<file path="src/design/rv_decode_config.svh">
`ifndef RV_DECODE_CONFIG_SVH
`define RV_DECODE_CONFIG_SVH

// data and address width.
`define RV_XLEN 32

// architectural register count.
`define RV_REG_COUNT 32

// width of a register number.
`define RV_REG_ADDR_W 5

`endif
</file>
<file path="src/design/rv_decode_pkg.sv">
`default_nettype none

`include "rv_decode_config.svh"

package rv_decode_pkg;

	// rv32i major opcodes.
	typedef enum logic [6:0] {
		OPC_LUI    = 7'b0110111,
		OPC_AUIPC  = 7'b0010111,
		OPC_JAL    = 7'b1101111,
		OPC_JALR   = 7'b1100111,
		OPC_BRANCH = 7'b1100011,
		OPC_LOAD   = 7'b0000011,
		OPC_STORE  = 7'b0100011,
		OPC_OP_IMM = 7'b0010011,
		OPC_OP     = 7'b0110011
	} opcode_e;

	// immediate layout selected by the opcode.
	typedef enum logic [2:0] {
		IMM_I,
		IMM_S,
		IMM_B,
		IMM_U,
		IMM_J,
		IMM_NONE
	} imm_fmt_e;

	// bundle handed to execute.
	typedef struct packed {
		logic [`RV_XLEN-1:0]       pc;
		logic [`RV_XLEN-1:0]       rs1_val;
		logic [`RV_XLEN-1:0]       rs2_val;
		logic [`RV_XLEN-1:0]       imm;
		logic [`RV_REG_ADDR_W-1:0] rd_num;
		opcode_e                   opcode;
		logic [2:0]                func3;
		logic [6:0]                func7;
	} id_ex_t;

endpackage

`default_nettype wire

</file>
<file path="src/design/inst_fields_if.sv">
`timescale 1ns/100ps
`default_nettype none

`include "rv_decode_config.svh"

interface inst_fields_if import rv_decode_pkg::*; ();
	opcode_e                   opcode;
	logic [2:0]                func3;
	logic [6:0]                func7;
	logic [`RV_REG_ADDR_W-1:0] rs1_num;
	logic [`RV_REG_ADDR_W-1:0] rs2_num;
	logic [`RV_REG_ADDR_W-1:0] rd_num;
	logic [`RV_XLEN-1:0]       imm;
	logic                      uses_rs1;
	logic                      uses_rs2;

	modport src(output opcode, func3, func7, rs1_num, rs2_num, rd_num, imm, uses_rs1, uses_rs2);
	modport regs(input rs1_num, rs2_num);
	modport haz(input rs1_num, rs2_num, uses_rs1, uses_rs2);
	modport br(input opcode, func3, imm);
endinterface

`default_nettype wire

</file>
<file path="src/design/rv_decode.sv">
`timescale 1ns/100ps
`default_nettype none

`include "rv_decode_config.svh"

module rv_decode import rv_decode_pkg::*; (
	input  logic                      i_clk,
	input  logic                      i_arst_n,
	input  logic                      i_if_valid,
	output logic                      o_if_ready,
	input  logic [`RV_XLEN-1:0]       i_if_inst,
	input  logic [`RV_XLEN-1:0]       i_if_pc,
	input  logic                      i_wb_en,
	input  logic [`RV_REG_ADDR_W-1:0] i_wb_rd_num,
	input  logic [`RV_XLEN-1:0]       i_wb_data,
	input  logic [`RV_REG_ADDR_W-1:0] i_id_ex_rd_num,
	input  logic [`RV_REG_ADDR_W-1:0] i_ex_mem_rd_num,
	output logic                      o_br_taken,
	output logic [`RV_XLEN-1:0]       o_br_pc,
	output logic                      o_id_valid,
	input  logic                      i_ex_ready,
	output logic [`RV_XLEN-1:0]       o_id_pc,
	output logic [`RV_XLEN-1:0]       o_id_rs1_val,
	output logic [`RV_XLEN-1:0]       o_id_rs2_val,
	output logic [`RV_XLEN-1:0]       o_id_imm,
	output logic [`RV_REG_ADDR_W-1:0] o_id_rd_num,
	output logic [6:0]                o_id_opcode,
	output logic [2:0]                o_id_func3,
	output logic [6:0]                o_id_func7
);

	logic [`RV_XLEN-1:0] rs1_val;
	logic [`RV_XLEN-1:0] rs2_val;
	logic                stall;
	logic                fire;
	id_ex_t              dec_bundle;
	id_ex_t              out_bundle;

	inst_fields_if fields_if_0();

	inst_decoder inst_decoder_0(.i_inst(i_if_inst), .fields(fields_if_0.src));

	register_file register_file_0(.i_clk(i_clk), .i_arst_n(i_arst_n),
		.fields(fields_if_0.regs), .i_wb_en(i_wb_en), .i_wb_rd_num(i_wb_rd_num),
		.i_wb_data(i_wb_data), .o_rs1_val(rs1_val), .o_rs2_val(rs2_val));

	hazard_unit hazard_unit_0(.fields(fields_if_0.haz), .i_id_ex_rd_num(i_id_ex_rd_num),
		.i_ex_mem_rd_num(i_ex_mem_rd_num), .o_stall(stall));

	branch_unit branch_unit_0(.fields(fields_if_0.br), .i_pc(i_if_pc), .i_rs1_val(rs1_val),
		.i_rs2_val(rs2_val), .i_fire(fire), .o_br_taken(o_br_taken), .o_br_pc(o_br_pc));

	// decoded bundle toward execute.
	assign dec_bundle = '{pc: i_if_pc, rs1_val: rs1_val, rs2_val: rs2_val,
		imm: fields_if_0.imm, rd_num: fields_if_0.rd_num, opcode: fields_if_0.opcode,
		func3: fields_if_0.func3, func7: fields_if_0.func7};

	id_ex_reg id_ex_reg_0(.i_clk(i_clk), .i_arst_n(i_arst_n), .i_valid(i_if_valid),
		.o_ready(o_if_ready), .i_stall(stall), .i_bundle(dec_bundle), .o_fire(fire),
		.o_valid(o_id_valid), .i_ready(i_ex_ready), .o_bundle(out_bundle));

	assign o_id_pc = out_bundle.pc;
	assign o_id_rs1_val = out_bundle.rs1_val;
	assign o_id_rs2_val = out_bundle.rs2_val;
	assign o_id_imm = out_bundle.imm;
	assign o_id_rd_num = out_bundle.rd_num;
	assign o_id_opcode = out_bundle.opcode;
	assign o_id_func3 = out_bundle.func3;
	assign o_id_func7 = out_bundle.func7;

endmodule

`default_nettype wire

</file>
<file path="src/design/id_ex_reg.sv">
`timescale 1ns/100ps
`default_nettype none

module id_ex_reg import rv_decode_pkg::*; (
	input  logic   i_clk,
	input  logic   i_arst_n,
	input  logic   i_valid,
	output logic   o_ready,
	input  logic   i_stall,
	input  id_ex_t i_bundle,
	output logic   o_fire,
	output logic   o_valid,
	input  logic   i_ready,
	output id_ex_t o_bundle
);

	logic   valid_q;
	id_ex_t bundle_q;
	logic   slot_free;

	// slot is empty or drains this cycle.
	assign slot_free = !valid_q || i_ready;
	assign o_ready = !i_stall && slot_free;
	assign o_fire = i_valid && o_ready;

	// a stalled instruction leaves a bubble behind.
	always_ff @(posedge i_clk or negedge i_arst_n) begin
		if (!i_arst_n) begin
			valid_q <= 1'b0;
		end else if (slot_free) begin
			valid_q <= o_fire;
		end
	end

	always_ff @(posedge i_clk) begin
		if (o_fire) begin
			bundle_q <= i_bundle;
		end
	end

	assign o_valid = valid_q;
	assign o_bundle = bundle_q;

	a_hold_stable: assert property (@(posedge i_clk) disable iff (!i_arst_n)
		(o_valid && !i_ready) |=> (o_valid && $stable(o_bundle)));

endmodule

`default_nettype wire

</file>
<file path="src/design/branch_unit.sv">
`timescale 1ns/100ps
`default_nettype none

`include "rv_decode_config.svh"

module branch_unit import rv_decode_pkg::*; (
	inst_fields_if.br           fields,
	input  logic [`RV_XLEN-1:0] i_pc,
	input  logic [`RV_XLEN-1:0] i_rs1_val,
	input  logic [`RV_XLEN-1:0] i_rs2_val,
	input  logic                i_fire,
	output logic                o_br_taken,
	output logic [`RV_XLEN-1:0] o_br_pc
);

	localparam logic [2:0] F3_BEQ  = 3'b000;
	localparam logic [2:0] F3_BNE  = 3'b001;
	localparam logic [2:0] F3_BLT  = 3'b100;
	localparam logic [2:0] F3_BGE  = 3'b101;
	localparam logic [2:0] F3_BLTU = 3'b110;
	localparam logic [2:0] F3_BGEU = 3'b111;

	logic                eq;
	logic                lt;
	logic                ltu;
	logic                taken;
	logic [`RV_XLEN-1:0] jalr_sum;

	assign eq = (i_rs1_val == i_rs2_val);
	assign lt = ($signed(i_rs1_val) < $signed(i_rs2_val));
	assign ltu = (i_rs1_val < i_rs2_val);

	always_comb begin
		taken = 1'b0;
		case (fields.opcode)
			OPC_BRANCH: begin
				case (fields.func3)
					F3_BEQ: taken = eq;
					F3_BNE: taken = !eq;
					F3_BLT: taken = lt;
					F3_BGE: taken = !lt;
					F3_BLTU: taken = ltu;
					F3_BGEU: taken = !ltu;
					default: taken = 1'b0;
				endcase
			end
			OPC_JAL, OPC_JALR: taken = 1'b1;
			default: taken = 1'b0;
		endcase
	end

	// jalr target has bit 0 cleared.
	assign jalr_sum = i_rs1_val + fields.imm;
	assign o_br_pc = (fields.opcode == OPC_JALR) ? {jalr_sum[`RV_XLEN-1:1], 1'b0} :
		(i_pc + fields.imm);

	// only redirect on the accepting cycle.
	assign o_br_taken = i_fire && taken;

endmodule

`default_nettype wire

</file>
<file path="src/design/hazard_unit.sv">
`timescale 1ns/100ps
`default_nettype none

`include "rv_decode_config.svh"

module hazard_unit (
	inst_fields_if.haz                fields,
	input  logic [`RV_REG_ADDR_W-1:0] i_id_ex_rd_num,
	input  logic [`RV_REG_ADDR_W-1:0] i_ex_mem_rd_num,
	output logic                      o_stall
);

	logic rs1_hit;
	logic rs2_hit;

	// no forwarding, so any pending write to a source blocks.
	always_comb begin
		rs1_hit = fields.uses_rs1 && (fields.rs1_num != '0) &&
			((fields.rs1_num == i_id_ex_rd_num) || (fields.rs1_num == i_ex_mem_rd_num));
		rs2_hit = fields.uses_rs2 && (fields.rs2_num != '0) &&
			((fields.rs2_num == i_id_ex_rd_num) || (fields.rs2_num == i_ex_mem_rd_num));
		o_stall = rs1_hit || rs2_hit;

		// empty pipeline never stalls.
		a_idle_no_stall: assert (!((i_id_ex_rd_num == '0) && (i_ex_mem_rd_num == '0) &&
			o_stall));
	end

endmodule

`default_nettype wire

</file>
<file path="src/design/register_file.sv">
`timescale 1ns/100ps
`default_nettype none

`include "rv_decode_config.svh"

module register_file (
	input  logic                      i_clk,
	input  logic                      i_arst_n,
	inst_fields_if.regs               fields,
	input  logic                      i_wb_en,
	input  logic [`RV_REG_ADDR_W-1:0] i_wb_rd_num,
	input  logic [`RV_XLEN-1:0]       i_wb_data,
	output logic [`RV_XLEN-1:0]       o_rs1_val,
	output logic [`RV_XLEN-1:0]       o_rs2_val
);

	// register 0 is cleared at reset and never written.
	logic [`RV_XLEN-1:0] regs_q [0:`RV_REG_COUNT-1];
	logic                wb_live;

	assign wb_live = i_wb_en && (i_wb_rd_num != '0);

	always_ff @(posedge i_clk or negedge i_arst_n) begin
		if (!i_arst_n) begin
			for (int i = 0; i < `RV_REG_COUNT; i++) begin
				regs_q[i] <= '0;
			end
		end else if (wb_live) begin
			regs_q[i_wb_rd_num] <= i_wb_data;
		end
	end

	// same-cycle writeback wins over the array.
	always_comb begin
		if (wb_live && (i_wb_rd_num == fields.rs1_num)) o_rs1_val = i_wb_data;
		else o_rs1_val = regs_q[fields.rs1_num];
	end

	always_comb begin
		if (wb_live && (i_wb_rd_num == fields.rs2_num)) o_rs2_val = i_wb_data;
		else o_rs2_val = regs_q[fields.rs2_num];
	end

	a_zero_reg: assert property (@(posedge i_clk) disable iff (!i_arst_n)
		((fields.rs1_num == '0) -> (o_rs1_val == '0)) &&
		((fields.rs2_num == '0) -> (o_rs2_val == '0)));

endmodule

`default_nettype wire

</file>
<file path="src/design/inst_decoder.sv">
`timescale 1ns/100ps
`default_nettype none

`include "rv_decode_config.svh"

module inst_decoder import rv_decode_pkg::*; (
	input  logic [`RV_XLEN-1:0] i_inst,
	inst_fields_if.src          fields
);

	imm_fmt_e imm_fmt;
	logic     known;

	// format and source use by opcode.
	always_comb begin
		imm_fmt = IMM_NONE;
		known = 1'b1;
		fields.uses_rs1 = 1'b0;
		fields.uses_rs2 = 1'b0;
		case (opcode_e'(i_inst[6:0]))
			OPC_LUI, OPC_AUIPC: imm_fmt = IMM_U;
			OPC_JAL: imm_fmt = IMM_J;
			OPC_JALR, OPC_LOAD, OPC_OP_IMM: begin
				imm_fmt = IMM_I;
				fields.uses_rs1 = 1'b1;
			end
			OPC_BRANCH: begin
				imm_fmt = IMM_B;
				fields.uses_rs1 = 1'b1;
				fields.uses_rs2 = 1'b1;
			end
			OPC_STORE: begin
				imm_fmt = IMM_S;
				fields.uses_rs1 = 1'b1;
				fields.uses_rs2 = 1'b1;
			end
			OPC_OP: begin
				fields.uses_rs1 = 1'b1;
				fields.uses_rs2 = 1'b1;
			end
			default: known = 1'b0;
		endcase
	end

	// sign-extended immediate.
	always_comb begin
		case (imm_fmt)
			IMM_I: fields.imm = {{(`RV_XLEN-12){i_inst[31]}}, i_inst[31:20]};
			IMM_S: fields.imm = {{(`RV_XLEN-12){i_inst[31]}}, i_inst[31:25], i_inst[11:7]};
			IMM_B: fields.imm = {{(`RV_XLEN-13){i_inst[31]}}, i_inst[31], i_inst[7],
				i_inst[30:25], i_inst[11:8], 1'b0};
			IMM_U: fields.imm = {i_inst[31:12], 12'b0};
			IMM_J: fields.imm = {{(`RV_XLEN-21){i_inst[31]}}, i_inst[31], i_inst[19:12],
				i_inst[20], i_inst[30:21], 1'b0};
			default: fields.imm = '0;
		endcase
	end

	assign fields.opcode = opcode_e'(i_inst[6:0]);
	assign fields.func3 = i_inst[14:12];
	assign fields.func7 = i_inst[31:25];
	assign fields.rs1_num = i_inst[19:15];
	assign fields.rs2_num = i_inst[24:20];
	// unknown opcodes write nothing.
	assign fields.rd_num = known ? i_inst[11:7] : '0;

endmodule

`default_nettype wire

</file>
<file path="config.mk">
export PLATFORM = sky130hd
export DESIGN_NAME = rv_decode
export DESIGN_NICKNAME = d
export VERILOG_FILES = /design/src/design/rv_decode_pkg.sv /design/src/design/inst_fields_if.sv /design/src/design/rv_decode.sv /design/src/design/id_ex_reg.sv /design/src/design/branch_unit.sv /design/src/design/hazard_unit.sv /design/src/design/register_file.sv /design/src/design/inst_decoder.sv
export VERILOG_INCLUDE_DIRS = /design/src /design/src/design
export SDC_FILE = /design/constraint.sdc
export NUM_CORES = 2
export LEC_CHECK = 0
export BUFFER_PORTS_ARGS = -buffer_cell sky130_fd_sc_hd__buf_2
export CORE_MARGIN = 3
export CORE_UTILIZATION = 50
export DETAILED_ROUTE_END_ITERATION = 7
export PLACE_DENSITY = 0.75
export REMOVE_ABC_BUFFERS = 1
export SYNTH_ARGS = -nofsm -noshare
export SYNTH_HDL_FRONTEND = slang
export SYNTH_SLANG_ARGS = --single-unit
</file>
<file path="constraint.sdc">
create_clock -name i_clk -period 11.4 [get_ports i_clk]
set_input_delay 0 -clock i_clk [delete_from_list [all_inputs] [get_ports i_clk]]
set_output_delay 0 -clock i_clk [all_outputs]
set_load 0.05 [all_outputs]
</file>
==> results_dict.tcl <==
set metrics [dict create \
    rows 130 \
    cts_made_buffers 120 \
    leakage_uw 0.03156 \
    tightest_slew_ps 1455 \
    antenna_found_initial 13 \
    dp_hpwl_um 117100 \
    r2r_cells 5 \
    yosysTopAreaCellShare_pct 40.03 \
    grt_pass1_wl_um 289400 \
    whs_endpoint "id_ex_reg_0.o_bundle[139]" \
    setup_violations 0 \
    path_max_fanout 72 \
    relSlewSlack_pct 1.996 \
    syn_area_um2 64080 \
    holdPathStages 2 \
    ys_types 81 \
    final_max_slew_viol_count 0 \
    dp_slack_ps 4248 \
    outcome "complete, no violations" \
    startpoint_type "input pin" \
    design_area_um2 72090 \
    initial_utilization_pct 50.70 \
    grt_util_met2_pct 45.98 \
    peakVddDrop_mv 0.1421 \
    endpoint_kind "output port" \
    setup_ws_ps 4325 \
    die_w_um 364.0 \
    hold_viol_final 0 \
    route.vias.total 41950 \
    ys_top_cells_by_area "dfrtp_1, mux4_2, mux2_2" \
    ant_nets 0 \
    fin_worst_skew_ps 22.12 \
    grtUsageTotal_pct 29.59 \
    worstHoldStart "i_if_pc[21]" \
    first_global_vias 43010 \
    timing.rr.end "id_ex_reg_0.o_bundle[126]" \
    route.detailed.drc 0 \
    grt_max_degree 181 \
    grt_remaining_overflow 0 \
    clkSinkCount 1175 \
    tritoncts "done" \
    cp_data_required_time_ps 11400 \
    pin_count 301 \
    core_area_um2 126400 \
    top_usage_layer "met2" \
    ff2ff_setup_slack_ps 8040 \
    vias_per_cell 6.741 \
    post_synth.cell_area_avg_um2 15.00 \
    async_flop_share_pct 87.23 \
    crit_top_cell "a21o_1" \
    area_delta_synth_final_pct 12.51 \
    gp_congestion 0.9471 \
    period_share_pct 62.07 \
    crit_chain "buf_8 > buf_4 > buf_4 > mux4_2 > mux4_2 > mux2i_1 > o21ai_0 > ha_1 > a21o_1 > a21o_1 > a21o_1 > a21o_1 > a21o_1 > a21o_1 > a21oi_1 > o21bai_1 > a211oi_1 > xor2_1 > o2111ai_1 > a211oi_1 > buf_2" \
    grt_use_met3_pct 6.066 \
    layout_min_cycle_time_ps 7075 \
    ys_seq_area_share_pct 47.06 \
    dr.first_iter.drc_count 4786 \
    htreeDepth 3 \
    synth_edf_count 150 \
    drt-total-wl_um 194900 \
    yosys.area.top_type "dfrtp_1" \
    synth-seq-cells 1175 \
    nFillCells 9657 \
    dpl_cell_area_um2 66970 \
    regToRegStartpoint "id_ex_reg_0.o_valid" \
    port-buffer-count 300 \
    first_pass_iters 6 \
    critical-path-max-stage-delay_ps 830 \
    synth_common_cells "dfrtp_1, mux2_2, mux4_2" \
    fin_setup_tns_ps 0 \
    die-area_um2 132500 \
    insertion_delay_ps 720 \
    use_met1_pct 40.06 \
    synth_ff_type "dfrtp_1" \
    wl_per_cell_um 31.32 \
    hp-class "in2reg" \
    synthCells 4273 \
    cp_slowest_cell "buf_4" \
    arrival_ps 7080 \
    cts.repair.resized 0 \
    clock_tree.buffer_depth 3 \
    drv_cap 0 \
    crit_type "in2out" \
    yosysWarnings 0 \
    die_h_um 364.0 \
    fmax_mhz 141.3 \
    grt_setup_unrepaired "false" \
    yosysMostFrequentCell "dfrtp_1" \
    clockRootBuffer "clkbuf_16" \
    powerDensity_nw_per_um2 176.8 \
    drive_above_1_share_pct 49.17 \
    path_clk_slew_ps 60 \
    fin_nets 4663 \
]
## state kept, by name (all words and copies together) (netlist names)
name and count:
id_ex_reg_0.o_bundle 150, id_ex_reg_0.o_valid 1, register_file_0.regs_q 1024
## cell type report
| class | instances | area, um2 | share of cell area [%] |
|---|---|---|---|
| clock buffers | 171 | 3515 | 4.875 |
| clock inverters | 57 | 616.8 | 0.8556 |
| multi-input cells | 2623 | 32260 | 44.75 |
| inverters | 57 | 219.0 | 0.3037 |
| well taps | 1650 | 2064 | 2.864 |
| diodes | 9 | 22.52 | 0.03124 |
| repair buffers | 481 | 3238 | 4.492 |
| flip-flops and latches | 1175 | 30150 | 41.83 |
## how the worst max path moves through the flow
stage | startpoint | endpoint | slack [ps]
after CTS | i_if_inst[15] | o_br_taken | 4210
after detailed placement | i_if_inst[15] | o_br_taken | 4250
after floorplan | i_wb_rd_num[2] | o_br_taken | 2750
after global routing | i_if_inst[15] | o_br_taken | 3650
final | i_if_inst[15] | o_br_taken | 4320
after global placement | i_if_inst[15] | o_br_taken | 4330
## power breakdown
part           total, uW  switching [uW]  internal, uW
sequential          5560             539          5020
clock               4150            1740          2410
combinational       3040            1440          1600
## logic make-up (layout without fill, tap and decap cells)
group                      Yosys count  count (layout)  share of synthesized area, %
DFF                               1175            1175                         47.06
other                                0               9                             0
and+or+nand+nor                    377             377                         2.806
buffers and inverters              475             766                         2.841
AOI/OAI and AO/OA                  369             369                         3.761
muxes                             1692            1692                         40.46
adders and majority gates           92              92                         1.808
xor gates and xnor gates            93              93                         1.271
## timing repair
action,CTS,global route
hold buffers,95,0
buffers inserted,0,0
endpoints found under the hold margin,1150,0
## metrics by stage
stage	std cells	util [%]	hold slack, ps	total power, uW
after floorplan	3855	-	-295.6	7525
after global placement	5891	52.99	117.0	8458
after detailed placement	5891	52.99	118.8	8580
after CTS	6214	57.03	0.1943	12750
after global routing	6215	57.03	12.83	13240
final	6223	57.04	30.63	12750
## critical path: cells and delay by family
kind	cells	cell delay (ps)
buffers and inverters	4	2520
AOI/OAI and AO/OA	12	2510
muxes	3	1210
adders and majority gates	1	470
xor gates and xnor gates	1	210
## routing by layer
metal  vias to the layer above  routed length (um)
met5                         -                  34
met4                         6               10400
met3                       510               18740
met2                      2345               90360
met1                     22210               75380
li1                      16880                   -
## cells in the final DEF (no fill, tap or decap), types with 19 or more instances in the layout
| cell type | synthesis | final |
|---|---|---|
| xor2_1 | 53 | 53 |
| nand3_1 | 20 | 20 |
| clkbuf_1 | 290 | 24 |
| a21oi_1 | 102 | 102 |
| inv_1 | 55 | 54 |
| edfxtp_1 | 150 | 150 |
| clkbuf_16 | 0 | 125 |
| mux4_2 | 620 | 620 |
| nor2_1 | 98 | 86 |
| dlygate4sd3_1 | 0 | 94 |
| dfrtp_1 | 1025 | 1025 |
| o21ai_0 | 79 | 77 |
| mux2i_1 | 89 | 89 |
| nand2_1 | 127 | 112 |
| xnor2_1 | 40 | 40 |
| buf_4 | 1 | 86 |
| and2_1 | 19 | 19 |
| mux2_2 | 983 | 983 |
| clkbuf_8 | 0 | 21 |
| a21o_1 | 64 | 64 |
| clkinv_2 | 0 | 26 |
| buf_2 | 9 | 289 |
| ha_1 | 87 | 87 |
No activity file was read; power rests on OpenSTA's default activity.
